--- src/mips_params.svh ---
`ifndef MIPS_PARAMS_SVH
`define MIPS_PARAMS_SVH

// Data path and register index widths
`define DATA_W     32
`define REG_ADDR_W 5

`endif

--- src/mips_pkg.sv ---
`default_nettype none

`include "mips_params.svh"

package mips_pkg;

    typedef enum logic [5:0] {
        OP_RTYPE = 6'b000000,
        OP_J     = 6'b000010,
        OP_JAL   = 6'b000011,
        OP_BEQ   = 6'b000100,
        OP_BNE   = 6'b000101,
        OP_ADDI  = 6'b001000,
        OP_SLTI  = 6'b001010,
        OP_ANDI  = 6'b001100,
        OP_ORI   = 6'b001101,
        OP_LUI   = 6'b001111,
        OP_LW    = 6'b100011,
        OP_SW    = 6'b101011,
        OP_HALT  = 6'b111111
    } opcode_e;

    typedef enum logic [5:0] {
        FN_ADD = 6'b100000,
        FN_SUB = 6'b100010,
        FN_AND = 6'b100100,
        FN_OR  = 6'b100101,
        FN_XOR = 6'b100110,
        FN_NOR = 6'b100111,
        FN_SLT = 6'b101010
    } funct_e;

    // IMM defers to the opcode in the ALU control
    typedef enum logic [1:0] {
        ALUOP_ADD   = 2'b00,
        ALUOP_SUB   = 2'b01,
        ALUOP_FUNCT = 2'b10,
        ALUOP_IMM   = 2'b11
    } alu_op_e;

    typedef struct packed {
        logic    jump;
        logic    jal;
        logic    alu_src;
        alu_op_e alu_op;
        logic    reg_dst;
    } ex_ctrl_t;

    typedef struct packed {
        logic branch;
        logic nbranch;
        logic mem_write;
        logic mem_read;
    } mem_ctrl_t;

    typedef struct packed {
        logic mem_to_reg;
        logic reg_write;
        logic zero_extend;
        logic lui;
        logic halt;
    } wb_ctrl_t;

    // PC+8 is rebuilt from pc4 in execute
    typedef struct packed {
        logic [`DATA_W-1:0]     pc4;
        logic [`DATA_W-1:0]     instruction;
        logic [`DATA_W-1:0]     rs_data;
        logic [`DATA_W-1:0]     rt_data;
        logic [`DATA_W-1:0]     imm_ext;
        logic [`DATA_W-1:0]     jump_target;
        logic [`REG_ADDR_W-1:0] rs;
        logic [`REG_ADDR_W-1:0] rt;
        logic [`REG_ADDR_W-1:0] rd;
        ex_ctrl_t               ex;
        mem_ctrl_t              mem;
        wb_ctrl_t               wb;
    } id_ex_t;

endpackage

`default_nettype wire

--- src/control_unit.sv ---
`timescale 1ns/1ps
`default_nettype none

module control_unit
(
    input  mips_pkg::opcode_e   i_opcode,
    output mips_pkg::ex_ctrl_t  o_ex,
    output mips_pkg::mem_ctrl_t o_mem,
    output mips_pkg::wb_ctrl_t  o_wb
);

    always_comb
    begin
        // Unknown opcodes fall through as no-ops
        o_ex  = '0;
        o_mem = '0;
        o_wb  = '0;
        case (i_opcode)
            mips_pkg::OP_RTYPE:
            begin
                o_ex.reg_dst    = 1'b1;
                o_ex.alu_op     = mips_pkg::ALUOP_FUNCT;
                o_wb.reg_write  = 1'b1;
            end
            mips_pkg::OP_ADDI:
            begin
                o_ex.alu_src    = 1'b1;
                o_ex.alu_op     = mips_pkg::ALUOP_ADD;
                o_wb.reg_write  = 1'b1;
            end
            mips_pkg::OP_ANDI, mips_pkg::OP_ORI:
            begin
                o_ex.alu_src    = 1'b1;
                o_ex.alu_op     = mips_pkg::ALUOP_IMM;
                o_wb.reg_write  = 1'b1;
                o_wb.zero_extend = 1'b1;
            end
            mips_pkg::OP_SLTI:
            begin
                o_ex.alu_src    = 1'b1;
                o_ex.alu_op     = mips_pkg::ALUOP_IMM;
                o_wb.reg_write  = 1'b1;
            end
            mips_pkg::OP_LUI:
            begin
                o_ex.alu_src    = 1'b1;
                o_ex.alu_op     = mips_pkg::ALUOP_IMM;
                o_wb.reg_write  = 1'b1;
                o_wb.lui        = 1'b1;
            end
            mips_pkg::OP_LW:
            begin
                o_ex.alu_src    = 1'b1;
                o_ex.alu_op     = mips_pkg::ALUOP_ADD;
                o_mem.mem_read  = 1'b1;
                o_wb.mem_to_reg = 1'b1;
                o_wb.reg_write  = 1'b1;
            end
            mips_pkg::OP_SW:
            begin
                o_ex.alu_src    = 1'b1;
                o_ex.alu_op     = mips_pkg::ALUOP_ADD;
                o_mem.mem_write = 1'b1;
            end
            mips_pkg::OP_BEQ:
            begin
                o_ex.alu_op     = mips_pkg::ALUOP_SUB;
                o_mem.branch    = 1'b1;
            end
            mips_pkg::OP_BNE:
            begin
                o_ex.alu_op     = mips_pkg::ALUOP_SUB;
                o_mem.nbranch   = 1'b1;
            end
            mips_pkg::OP_J:
            begin
                o_ex.jump       = 1'b1;
            end
            mips_pkg::OP_JAL:
            begin
                o_ex.jump       = 1'b1;
                o_ex.jal        = 1'b1;
                o_wb.reg_write  = 1'b1;
            end
            mips_pkg::OP_HALT:
            begin
                o_wb.halt       = 1'b1;
            end
            default: ;
        endcase
    end

endmodule

`default_nettype wire

--- src/decode_stage.sv ---
`timescale 1ns/1ps
`default_nettype none

`include "mips_params.svh"

module decode_stage
(
    input  wire                    i_clk,
    input  wire                    i_rst,
    input  wire [`DATA_W-1:0]      i_instr,
    input  wire [`DATA_W-1:0]      i_pc4,
    input  wire                    i_wb_en,
    input  wire [`REG_ADDR_W-1:0]  i_wb_addr,
    input  wire [`DATA_W-1:0]      i_wb_data,
    output mips_pkg::id_ex_t       o_id_ex
);

    mips_pkg::ex_ctrl_t  ex_ctrl;
    mips_pkg::mem_ctrl_t mem_ctrl;
    mips_pkg::wb_ctrl_t  wb_ctrl;
    logic [`REG_ADDR_W-1:0] rs;
    logic [`REG_ADDR_W-1:0] rt;
    logic [`REG_ADDR_W-1:0] rd;
    logic [15:0]            imm;
    logic [`DATA_W-1:0]     rs_data;
    logic [`DATA_W-1:0]     rt_data;

    assign rs  = i_instr[25:21];
    assign rt  = i_instr[20:16];
    assign rd  = i_instr[15:11];
    assign imm = i_instr[15:0];

    control_unit u_control_unit
    (
        .i_opcode (mips_pkg::opcode_e'(i_instr[31:26])),
        .o_ex     (ex_ctrl),
        .o_mem    (mem_ctrl),
        .o_wb     (wb_ctrl)
    );

    register_file u_register_file
    (
        .i_clk     (i_clk),
        .i_rst     (i_rst),
        .i_rs_addr (rs),
        .i_rt_addr (rt),
        .i_wr_en   (i_wb_en),
        .i_wr_addr (i_wb_addr),
        .i_wr_data (i_wb_data),
        .o_rs_data (rs_data),
        .o_rt_data (rt_data)
    );

    always_comb
    begin
        o_id_ex.pc4         = i_pc4;
        o_id_ex.instruction = i_instr;
        o_id_ex.rs_data     = rs_data;
        o_id_ex.rt_data     = rt_data;
        // Logical immediates take zero extension
        o_id_ex.imm_ext     = wb_ctrl.zero_extend ? {{(`DATA_W-16){1'b0}}, imm}
                                                  : {{(`DATA_W-16){imm[15]}}, imm};
        o_id_ex.jump_target = {i_pc4[`DATA_W-1 -: 4], i_instr[25:0], 2'b00};
        o_id_ex.rs          = rs;
        o_id_ex.rt          = rt;
        o_id_ex.rd          = rd;
        o_id_ex.ex          = ex_ctrl;
        o_id_ex.mem         = mem_ctrl;
        o_id_ex.wb          = wb_ctrl;
    end

endmodule

`default_nettype wire

--- src/execute_stage.sv ---
`timescale 1ns/1ps
`default_nettype none

`include "mips_params.svh"

module execute_stage
(
    input  mips_pkg::id_ex_t         i_id_ex,
    output logic [`DATA_W-1:0]       o_alu_result,
    output logic [`DATA_W-1:0]       o_store_data,
    output logic [`REG_ADDR_W-1:0]   o_write_reg,
    output logic                     o_reg_write,
    output logic                     o_mem_read,
    output logic                     o_mem_write,
    output logic                     o_mem_to_reg,
    output logic                     o_branch_taken,
    output logic [`DATA_W-1:0]       o_branch_target,
    output logic                     o_jump,
    output logic [`DATA_W-1:0]       o_jump_target,
    output logic                     o_halt
);

    typedef enum logic [2:0] {
        ALU_ADD, ALU_SUB, ALU_AND, ALU_OR, ALU_XOR, ALU_NOR, ALU_SLT, ALU_PASSB
    } alu_fn_e;

    alu_fn_e            alu_fn;
    logic [`DATA_W-1:0] op_a;
    logic [`DATA_W-1:0] op_b;
    logic [`DATA_W-1:0] alu_out;
    logic               zero;

    // ALU control
    always_comb
    begin
        alu_fn = ALU_ADD;
        case (i_id_ex.ex.alu_op)
            mips_pkg::ALUOP_SUB: alu_fn = ALU_SUB;
            mips_pkg::ALUOP_FUNCT:
            begin
                case (mips_pkg::funct_e'(i_id_ex.instruction[5:0]))
                    mips_pkg::FN_SUB: alu_fn = ALU_SUB;
                    mips_pkg::FN_AND: alu_fn = ALU_AND;
                    mips_pkg::FN_OR:  alu_fn = ALU_OR;
                    mips_pkg::FN_XOR: alu_fn = ALU_XOR;
                    mips_pkg::FN_NOR: alu_fn = ALU_NOR;
                    mips_pkg::FN_SLT: alu_fn = ALU_SLT;
                    default:          alu_fn = ALU_ADD;
                endcase
            end
            mips_pkg::ALUOP_IMM:
            begin
                case (mips_pkg::opcode_e'(i_id_ex.instruction[31:26]))
                    mips_pkg::OP_ANDI: alu_fn = ALU_AND;
                    mips_pkg::OP_ORI:  alu_fn = ALU_OR;
                    mips_pkg::OP_SLTI: alu_fn = ALU_SLT;
                    mips_pkg::OP_LUI:  alu_fn = ALU_PASSB;
                    default:           alu_fn = ALU_ADD;
                endcase
            end
            default: alu_fn = ALU_ADD;
        endcase
    end

    assign op_a = i_id_ex.rs_data;

    // LUI feeds the immediate already moved to the upper half
    always_comb
    begin
        if (i_id_ex.wb.lui)
            op_b = {i_id_ex.imm_ext[15:0], 16'h0000};
        else if (i_id_ex.ex.alu_src)
            op_b = i_id_ex.imm_ext;
        else
            op_b = i_id_ex.rt_data;
    end

    always_comb
    begin
        case (alu_fn)
            ALU_SUB:   alu_out = op_a - op_b;
            ALU_AND:   alu_out = op_a & op_b;
            ALU_OR:    alu_out = op_a | op_b;
            ALU_XOR:   alu_out = op_a ^ op_b;
            ALU_NOR:   alu_out = ~(op_a | op_b);
            ALU_SLT:   alu_out = {{(`DATA_W-1){1'b0}}, $signed(op_a) < $signed(op_b)};
            ALU_PASSB: alu_out = op_b;
            default:   alu_out = op_a + op_b;
        endcase
    end

    assign zero = (alu_out == '0);

    // JAL returns PC+8
    assign o_alu_result = i_id_ex.ex.jal ? (i_id_ex.pc4 + `DATA_W'd4) : alu_out;
    assign o_store_data = i_id_ex.rt_data;

    always_comb
    begin
        if (i_id_ex.ex.jal)
            o_write_reg = '1;
        else if (i_id_ex.ex.reg_dst)
            o_write_reg = i_id_ex.rd;
        else
            o_write_reg = i_id_ex.rt;
    end

    assign o_reg_write     = i_id_ex.wb.reg_write;
    assign o_mem_read      = i_id_ex.mem.mem_read;
    assign o_mem_write     = i_id_ex.mem.mem_write;
    assign o_mem_to_reg    = i_id_ex.wb.mem_to_reg;
    assign o_branch_taken  = (i_id_ex.mem.branch && zero) || (i_id_ex.mem.nbranch && !zero);
    assign o_branch_target = i_id_ex.pc4 + {i_id_ex.imm_ext[`DATA_W-3:0], 2'b00};
    assign o_jump          = i_id_ex.ex.jump;
    assign o_jump_target   = i_id_ex.jump_target;
    assign o_halt          = i_id_ex.wb.halt;

    always_comb
    begin
        a_mem_excl: assert (!(i_id_ex.mem.mem_read && i_id_ex.mem.mem_write))
            else $error("mem_read and mem_write both set");
    end

endmodule

`default_nettype wire

--- src/id_ex_reg.sv ---
`timescale 1ns/1ps
`default_nettype none

module id_ex_reg
(
    input  wire              i_clk,
    input  wire              i_rst,
    input  wire              i_flush,
    input  mips_pkg::id_ex_t i_id_ex,
    output mips_pkg::id_ex_t o_id_ex
);

    mips_pkg::id_ex_t stage_q;

    always_ff @(posedge i_clk)
    begin
        // Flush turns the slot into a bubble
        if (i_rst || i_flush)
        begin
            stage_q <= '0;
        end
        else
        begin
            stage_q <= i_id_ex;
        end
    end

    assign o_id_ex = stage_q;

    a_flush_bubble: assert property (@(posedge i_clk)
        i_flush |=> ({o_id_ex.ex, o_id_ex.mem, o_id_ex.wb} == '0));

endmodule

`default_nettype wire

--- src/mips_id_ex_top.sv ---
`timescale 1ns/1ps
`default_nettype none

`include "mips_params.svh"

module mips_id_ex_top
(
    input  wire                     i_clk,
    input  wire                     i_rst,
    input  wire                     i_flush,
    input  wire [`DATA_W-1:0]       i_instr,
    input  wire [`DATA_W-1:0]       i_pc4,
    input  wire                     i_wb_en,
    input  wire [`REG_ADDR_W-1:0]   i_wb_addr,
    input  wire [`DATA_W-1:0]       i_wb_data,
    output logic [`DATA_W-1:0]      o_alu_result,
    output logic [`DATA_W-1:0]      o_store_data,
    output logic [`REG_ADDR_W-1:0]  o_write_reg,
    output logic                    o_reg_write,
    output logic                    o_mem_read,
    output logic                    o_mem_write,
    output logic                    o_mem_to_reg,
    output logic                    o_branch_taken,
    output logic [`DATA_W-1:0]      o_branch_target,
    output logic                    o_jump,
    output logic [`DATA_W-1:0]      o_jump_target,
    output logic                    o_halt
);

    mips_pkg::id_ex_t id_ex_d;
    mips_pkg::id_ex_t id_ex_q;

    decode_stage u_decode_stage
    (
        .i_clk     (i_clk),
        .i_rst     (i_rst),
        .i_instr   (i_instr),
        .i_pc4     (i_pc4),
        .i_wb_en   (i_wb_en),
        .i_wb_addr (i_wb_addr),
        .i_wb_data (i_wb_data),
        .o_id_ex   (id_ex_d)
    );

    id_ex_reg u_id_ex_reg
    (
        .i_clk   (i_clk),
        .i_rst   (i_rst),
        .i_flush (i_flush),
        .i_id_ex (id_ex_d),
        .o_id_ex (id_ex_q)
    );

    execute_stage u_execute_stage
    (
        .i_id_ex         (id_ex_q),
        .o_alu_result    (o_alu_result),
        .o_store_data    (o_store_data),
        .o_write_reg     (o_write_reg),
        .o_reg_write     (o_reg_write),
        .o_mem_read      (o_mem_read),
        .o_mem_write     (o_mem_write),
        .o_mem_to_reg    (o_mem_to_reg),
        .o_branch_taken  (o_branch_taken),
        .o_branch_target (o_branch_target),
        .o_jump          (o_jump),
        .o_jump_target   (o_jump_target),
        .o_halt          (o_halt)
    );

endmodule

`default_nettype wire

--- src/register_file.sv ---
`timescale 1ns/1ps
`default_nettype none

`include "mips_params.svh"

module register_file
(
    input  wire                    i_clk,
    input  wire                    i_rst,
    input  wire [`REG_ADDR_W-1:0]  i_rs_addr,
    input  wire [`REG_ADDR_W-1:0]  i_rt_addr,
    input  wire                    i_wr_en,
    input  wire [`REG_ADDR_W-1:0]  i_wr_addr,
    input  wire [`DATA_W-1:0]      i_wr_data,
    output logic [`DATA_W-1:0]     o_rs_data,
    output logic [`DATA_W-1:0]     o_rt_data
);

    logic [`DATA_W-1:0] regs [0:(1 << `REG_ADDR_W)-1];
    logic               wr_live;

    // Register 0 never takes a write
    assign wr_live = i_wr_en && (i_wr_addr != '0);

    always_ff @(posedge i_clk)
    begin
        if (i_rst)
        begin
            for (int i = 0; i < (1 << `REG_ADDR_W); i++)
            begin
                regs[i] <= '0;
            end
        end
        else if (wr_live)
        begin
            regs[i_wr_addr] <= i_wr_data;
        end
    end

    // Write-through for a same-cycle read
    assign o_rs_data = (wr_live && (i_wr_addr == i_rs_addr)) ? i_wr_data : regs[i_rs_addr];
    assign o_rt_data = (wr_live && (i_wr_addr == i_rt_addr)) ? i_wr_data : regs[i_rt_addr];

    a_wr_addr_known: assert property (@(posedge i_clk) disable iff (i_rst)
        i_wr_en |-> !$isunknown(i_wr_addr));

endmodule

`default_nettype wire

--- config.mk ---
export PLATFORM = sky130hd
export DESIGN_NAME = mips_id_ex_top
export DESIGN_NICKNAME = d
export VERILOG_FILES = /design/src/mips_pkg.sv /design/src/control_unit.sv /design/src/decode_stage.sv /design/src/execute_stage.sv /design/src/id_ex_reg.sv /design/src/mips_id_ex_top.sv /design/src/register_file.sv
export VERILOG_INCLUDE_DIRS = /design/src
export SDC_FILE = /design/constraint.sdc
export NUM_CORES = 2
export LEC_CHECK = 0
export ABC_CLOCK_PERIOD_IN_PS = 5900
export BUFFER_PORTS_ARGS = -buffer_cell sky130_fd_sc_hd__buf_2
export CORE_MARGIN = 4
export CORE_UTILIZATION = 30
export DETAILED_ROUTE_END_ITERATION = 10
export PLACE_DENSITY = 0.47
export RECOVER_POWER = 50
export SLEW_MARGIN = 5
export SYNTH_ARGS = -nofsm -noshare
export SYNTH_HDL_FRONTEND = slang
export SYNTH_SLANG_ARGS = --single-unit
--- constraint.sdc ---
create_clock -name i_clk -period 5.9 [get_ports i_clk]
set_clock_uncertainty 0.05 [all_clocks]
set_input_delay 0.59 -clock i_clk [delete_from_list [all_inputs] [get_ports i_clk]]
set_output_delay 0.59 -clock i_clk [all_outputs]
set_load 0.02 [all_outputs]
### Word-level counts from Yosys, hierarchy flattened

Memory sizes are Yosys's and may differ from the RTL's. A register that Yosys moved wholly into a read port is not among the register bits.
Cells that the tools add are included.

* equality and inequality tests: 32
* reduce and logical (&&, ||, !) cells: 17
* magnitude comparators: 1
* multiplexer cells: 30
* shifts and indexed selects: 0
* add/sub/neg operators: 4
* div/mod/pow operators: 0
* bitwise logic cells: 4
* multipliers: 0

Operators with widths (number)
* $pmux W32 S7: 1
* $mux W32: 4
* $add A32 B32 Y32: 2
* $eq A6 B4 Y1 const B: 9
* $eq A6 B6 Y1 const B: 9
* $add A32 B3 Y32 const B: 1
* $and A32 B32 Y32: 1
* $logic_not A32 Y1: 1
* $lt A32 B32 Y1: 1
* $not A32 Y32: 1
* $or A32 B32 Y32: 1
* $reduce_or A32 Y1: 1
* $sub A32 B32 Y32: 1
* $xor A32 B32 Y32: 1
* $mux W1: 18
* $pmux W3 S6: 1
* $mux W5: 3
* $eq A3 B3 Y1 const B: 4
* $eq A6 B2 Y1 const B: 2
* $eq A6 B3 Y1 const B: 2
* $pmux W3 S4: 1
* $pmux W3 S3: 1
* $reduce_or A2 Y1: 4
* $reduce_or A8 Y1: 1
* 12 further kinds: 17

* bits in latches: 0
* input bits: 105
* memory bits (writable): 1024
* logic and storage cells: 109
* memories kept: 1
* bits in registers: 136
* ROM bits: 0

Memory list
* u_decode_stage.u_register_file.regs: words 32, bits a word 32, rd ports 2, clocked after Yosys merged registers in 2, wr ports 32, line register_file.sv:19 `` logic [`DATA_W-1:0] regs [0:(1 << `REG_ADDR_W)-1]; ``

### Depth between registers and ports, before layout

* word-level depth: 9
* mapped depth: 22

### By module

From an unflattened synthesis, not the netlist that was laid out.

* cells, all modules: 5587
* area total of the unflattened synthesis: 72948.7 um^2

By module, submodules not included
* register_file: instances 1, seq. area each 30749.5 um^2, area an instance 54461.0 um^2, cells an instance 3494
* execute_stage: instances 1, seq. area each 0.0 um^2, area an instance 9613.0 um^2, cells an instance 1413
* id_ex_reg: instances 1, seq. area each 4444.3 um^2, area an instance 7524.7 um^2, cells an instance 494
* decode_stage: instances 1, seq. area each 0.0 um^2, area an instance 1083.5 um^2, cells an instance 144
* control_unit: instances 1, seq. area each 0.0 um^2, area an instance 266.5 um^2, cells an instance 42

### Worst setup path before layout

No wires, ideal clock.

* kind: reg-to-output
* start point: register, netlist name u_id_ex_reg.o_id_ex[78]
* end point: output port o_branch_taken
* cell stages (with the launch flop): 21
* arrival time: 4.626 ns
* data required time: 5.260 ns
* setup slack: 0.634 ns
* cells stage by stage: dfxtp_1 > and2_1 > clkbuf_1 > clkbuf_1 > a211o_1 > o21ai_0 > ha_1 > clkbuf_1 > nand4b_1 > or4_1 > nand2_1 > o21ai_0 > o41ai_1 > a21o_1 > a21oi_1 > o21bai_1 > nor4b_1 > a211o_1 > nor2b_1 > nand4_1 > mux2_1

* longest elaborated chain between the ends: 9

RTL lines
* $mux W32 *: line execute_stage.sv:72 `else if (i_id_ex.ex.alu_src)`
* $mux W32 *: line execute_stage.sv:70 `if (i_id_ex.wb.lui)`
* branches (longest 2 deep; another with $add A32 B32 Y32)
* $pmux W32 S7 *: line execute_stage.sv:80 `case (alu_fn)`
* $logic_not A32 Y1 *: line execute_stage.sv:92 `assign zero = (alu_out == '0);`
* $logic_not A1 Y1: line execute_stage.sv:112 `assign o_branch_taken = (i_id_ex.mem.branch && zero) || (i_id_ex.mem.nbranch && !zero);`
* $logic_and A1 B1 Y1: line execute_stage.sv:112
* $logic_or A1 B1 Y1 *: line execute_stage.sv:112
* end: declaration: line mips_id_ex_top.sv:23 `output logic o_branch_taken,`

Mark *: on every way between the ends.

### Final worst setup path

* start point: register u_id_ex_reg.stage_q, in the netlist u_id_ex_reg.o_id_ex[12]
* end point: output port o_branch_taken

* longest elaborated chain between the ends: 9

RTL lines
* start: declaration: line id_ex_reg.sv:13 `mips_pkg::id_ex_t stage_q;`
* start signal: assignment: line id_ex_reg.sv:24 `stage_q <= i_id_ex;`
* $mux W32 *: line execute_stage.sv:72
* $mux W32 *: line execute_stage.sv:70
* branches (longest 2 deep; another with $add A32 B32 Y32)
* $pmux W32 S7 *: line execute_stage.sv:80
* $logic_not A32 Y1 *: line execute_stage.sv:92
* $logic_not A1 Y1: line execute_stage.sv:112
* $logic_and A1 B1 Y1: line execute_stage.sv:112
* $logic_or A1 B1 Y1 *: line execute_stage.sv:112

Marks and branches as above.

==> metrics <==
fin util 35.1%; WL/cell roughly 33 microns; FILL cells ~22000; post-synthesis sequential area ratio 49.6%; count leader, synth and2_1; CP endpoint kind output port; area leader, netlist edfxtp_1; Post-Syn Area per Cell approximately 14 sq um; Num CTS Buffers 141; Clock power frac just under 40%; Layout area overhead 16.5%; Synth cell types approximately 100; hold path cells 2; switching fraction of total power between 20% and 30%; Antenna Violating Nets Remaining 0; Core ar. between 200000 and 250000 sq um; most frequent cells after synthesis and2_1 (1060), edfxtp_1 (1024), mux4_2 (640), clkbuf_1 (358), nor2_1 (199); share of power burned in registers 43.6%; DRC Markers 0; Placer Congestion between 0.9 and 1; RSZ-0062 raised after global routing true; Die X slightly below 500 microns; DR WL met2 roughly 130 mm; Top FF cell, synth edfxtp_1; Post-Synthesis Cells approximately 5000; via count around 46000; placed inst area between 70000 and 80000 sq um; placed cells ~7900; Slew headroom -92.7%; Routed Wire Length 275 mm; clock sink total 1166; # setup viols final 37; Pins Over Slew Limit 251; setup ws final -0.284 ns; crit-path max FO 5; Max VDD drop roughly 0.2 mV; sw power between 6 and 7 mW; largest net degree at the start of global routing 63; Int Pwr approximately 16 mW; P_leak roughly 28 nW; CP required between 5 and 6 ns; CTS root buf clkbuf_16; Top Ports approximately 250; Worst R2R Path Depth 4; clk slew on worst S/H paths around 0.05 ns; CTS tree yes; GRT Util Overall a little under a quarter; gr ovfl total 0; die height 483 microns; vias in the first global route between 40000 and 50000; initial antenna violation count 57; Post-synth EDFFs between 1000 and 1500; first-pass GRT wire length between 300 and 400 mm; final instance area 78800 sq um; Power per Cell Area between 200 and 300 nW/um^2; Syn. warnings 0; Netlist Area Pre-Place ~68000 sq um; number of nets in the layout 5422; WP data arrival about 5.5 ns; # port buffers between 200 and 250; Bufs on Longest Clock Path 3; Setup crit start kind register; outcome finished, violations left; hpwl dp roughly 170 mm; Final Hold Viols 0; achievable frequency roughly 160 MHz; worst hold margin 0.0482 ns; Least-Margin Pin Slew roughly 2.9 ns; Comb pwr share ~17%; max layer used met5; die area between 200000 and 250000 sq um; Fin Setup TNS -2.43 ns; Worst-Skew Late Latency approximately 0.79 ns; fin crit period 6.18 ns; Setup Crit Path Kind reg -> out; register bit count reported by yosys 1166; initial core utilization 30.1%; post-synthesis async set-or-reset flop share 0%; maxcap violations 8; met1 wire length 113 mm; Vias/cell between 5 and 6; H-Tree Depth 4; initial DRC count roughly 6000; violated checks max-capacitance violations, max-slew violations, negative setup slack; Synth top area share 45.4%; iteration count of the initial detailed-routing pass 5; ratio of final minimum period to clock period 105%; Synth area leaders edfxtp_1 (45%), mux4_2 (21%), and2_1 (9.8%); share of layout cells above drive strength 1 between 20% and 30%; WL met3 about 23 mm; Hold WC Path Type in -> reg; Non-Filler Instances roughly 8300; # rows between 150 and 200
==> power groups by stage <==
stage	clock network [mW]	registers (mW)	logic [mW]
global route	9.22	9.74	3.95
global placement	0	9.83	3.53
finish	8.75	9.70	3.78
floorplan	0	9.73	2.20
CTS	8.90	9.69	3.68
detailed placement	0	9.86	3.52
==> placed cells by master (no fill, tap or decap), types with 14 or more instances in the layout <==
master / Yosys / routed
clkinv_1: 1 / 27
buf_2: 18 / 168
and2_0: 0 / 279
xor2_1: 32 / 32
clkinv_2: 0 / 19
clkbuf_16: 0 / 146
o211ai_1: 14 / 14
dfxtp_1: 142 / 139
a211oi_2: 2 / 15
a21o_1: 23 / 22
nor2_4: 0 / 28
buf_12: 0 / 17
inv_1: 120 / 115
diode_2: 0 / 19
nand3_1: 25 / 25
a21oi_1: 154 / 140
xnor2_1: 65 / 63
mux4_2: 640 / 640
nor2_1: 199 / 162
edfxtp_1: 1024 / 1024
nand2_1: 96 / 94
mux2i_1: 103 / 98
ha_1: 147 / 123
a221oi_1: 21 / 14
buf_4: 68 / 205
conb_1: 1 / 34
o21ai_0: 70 / 59
or2_2: 46 / 31
a211oi_1: 98 / 83
clkbuf_2: 0 / 30
dlygate4sd3_1: 0 / 40
nand4_1: 20 / 20
nand2b_1: 19 / 17
clkbuf_1: 358 / 111
nor3_1: 39 / 34
and2_1: 1060 / 780
nor2b_1: 22 / 19
==> registers in the layout, indices dropped and copies added (netlist names) <==
signal                               flops
u_decode_stage.u_register_file.regs   1024
u_id_ex_reg.o_id_ex                    142
==> kinds of logic (layout without fill, tap and decap cells) <==
group	count (synthesis)	in the layout	synth area share, %
compound gates	551	551	5.58
xor+xnor	97	97	1.26
fa+ha+maj	151	151	2.82
buf+inv	629	924	3.93
flops	1166	1166	49.6
mux	753	753	23.0
other cells	1	53	0.00554
simple gates	1603	1603	13.8
==> per-layer routing <==
layer  vias to the layer above  track usage, %
li1                      19159               -
met1                     23824            31.2
met5                         -               0
met3                       454            4.46
met2                      2259            37.6
met4                        16            7.44
==> cell type report <==
cell class / count / area (sq um) / share of cell area [%]
tap: 2992 / 3740 / 4.75
timing repair buffer: 548 / 3770 / 4.78
inverter: 121 / 454 / 0.576
antenna: 19 / 47.5 / 0.0603
multi-input combinational: 3189 / 32700 / 41.5
sequential: 1166 / 33600 / 42.6
clock inverter: 68 / 696 / 0.883
clock buffer: 187 / 3810 / 4.83
==> final timing paths <==
path	startpoint	endpoint	slack, ns
worst max register to register	u_decode_stage.u_register_file.regs[21][27]	u_id_ex_reg.o_id_ex[153]	3.56
worst min-delay path	i_instr[10]	u_id_ex_reg.o_id_ex[42]	0.05
worst max-delay path	u_id_ex_reg.o_id_ex[12]	o_branch_taken	-0.28
worst min register to register	u_decode_stage.u_register_file.regs[14][12]	u_id_ex_reg.o_id_ex[138]	1.05
==> metrics by stage <==
| step | power (mW) | worst slack, ns |
|---|---|---|
| floorplan | 11.9 | 0.634 |
| global placement | 13.4 | -0.154 |
| detailed placement | 13.4 | -0.145 |
| CTS | 22.3 | -0.309 |
| global route | 22.9 | -0.445 |
| finish | 22.2 | -0.284 |
==> critical path, cell delays in order, from the launching register on <==
cell and delay, ns:
dfxtp_4 0.37, buf_6 0.14, mux2i_1 0.11, or2_4 0.29, ha_4 0.29, o21bai_1 0.08, o211ai_1 0.41, nand2_1 0.17
a311oi_2 0.39, o21a_1 0.21, mux2_4 0.31, a211oi_2 0.17, buf_4 0.17, nand2_4 0.05, nor4_4 0.29, buf_4 0.15
nand4_1 0.16, nor4_2 0.19, buf_4 0.15, nand4_1 0.14, mux2_4 0.36, buf_6 0.14
==> repair_timing <==
action                     4_1_cts  5_1_grt
hold endpoints to repair        40        0
resized for setup              107       98
pin swaps                       34       56
setup buffers                   19       20
setup endpoints to repair       10        9
hold buffers                    40        0
cloned                           1        0
Power figures use the tool's default switching activity.
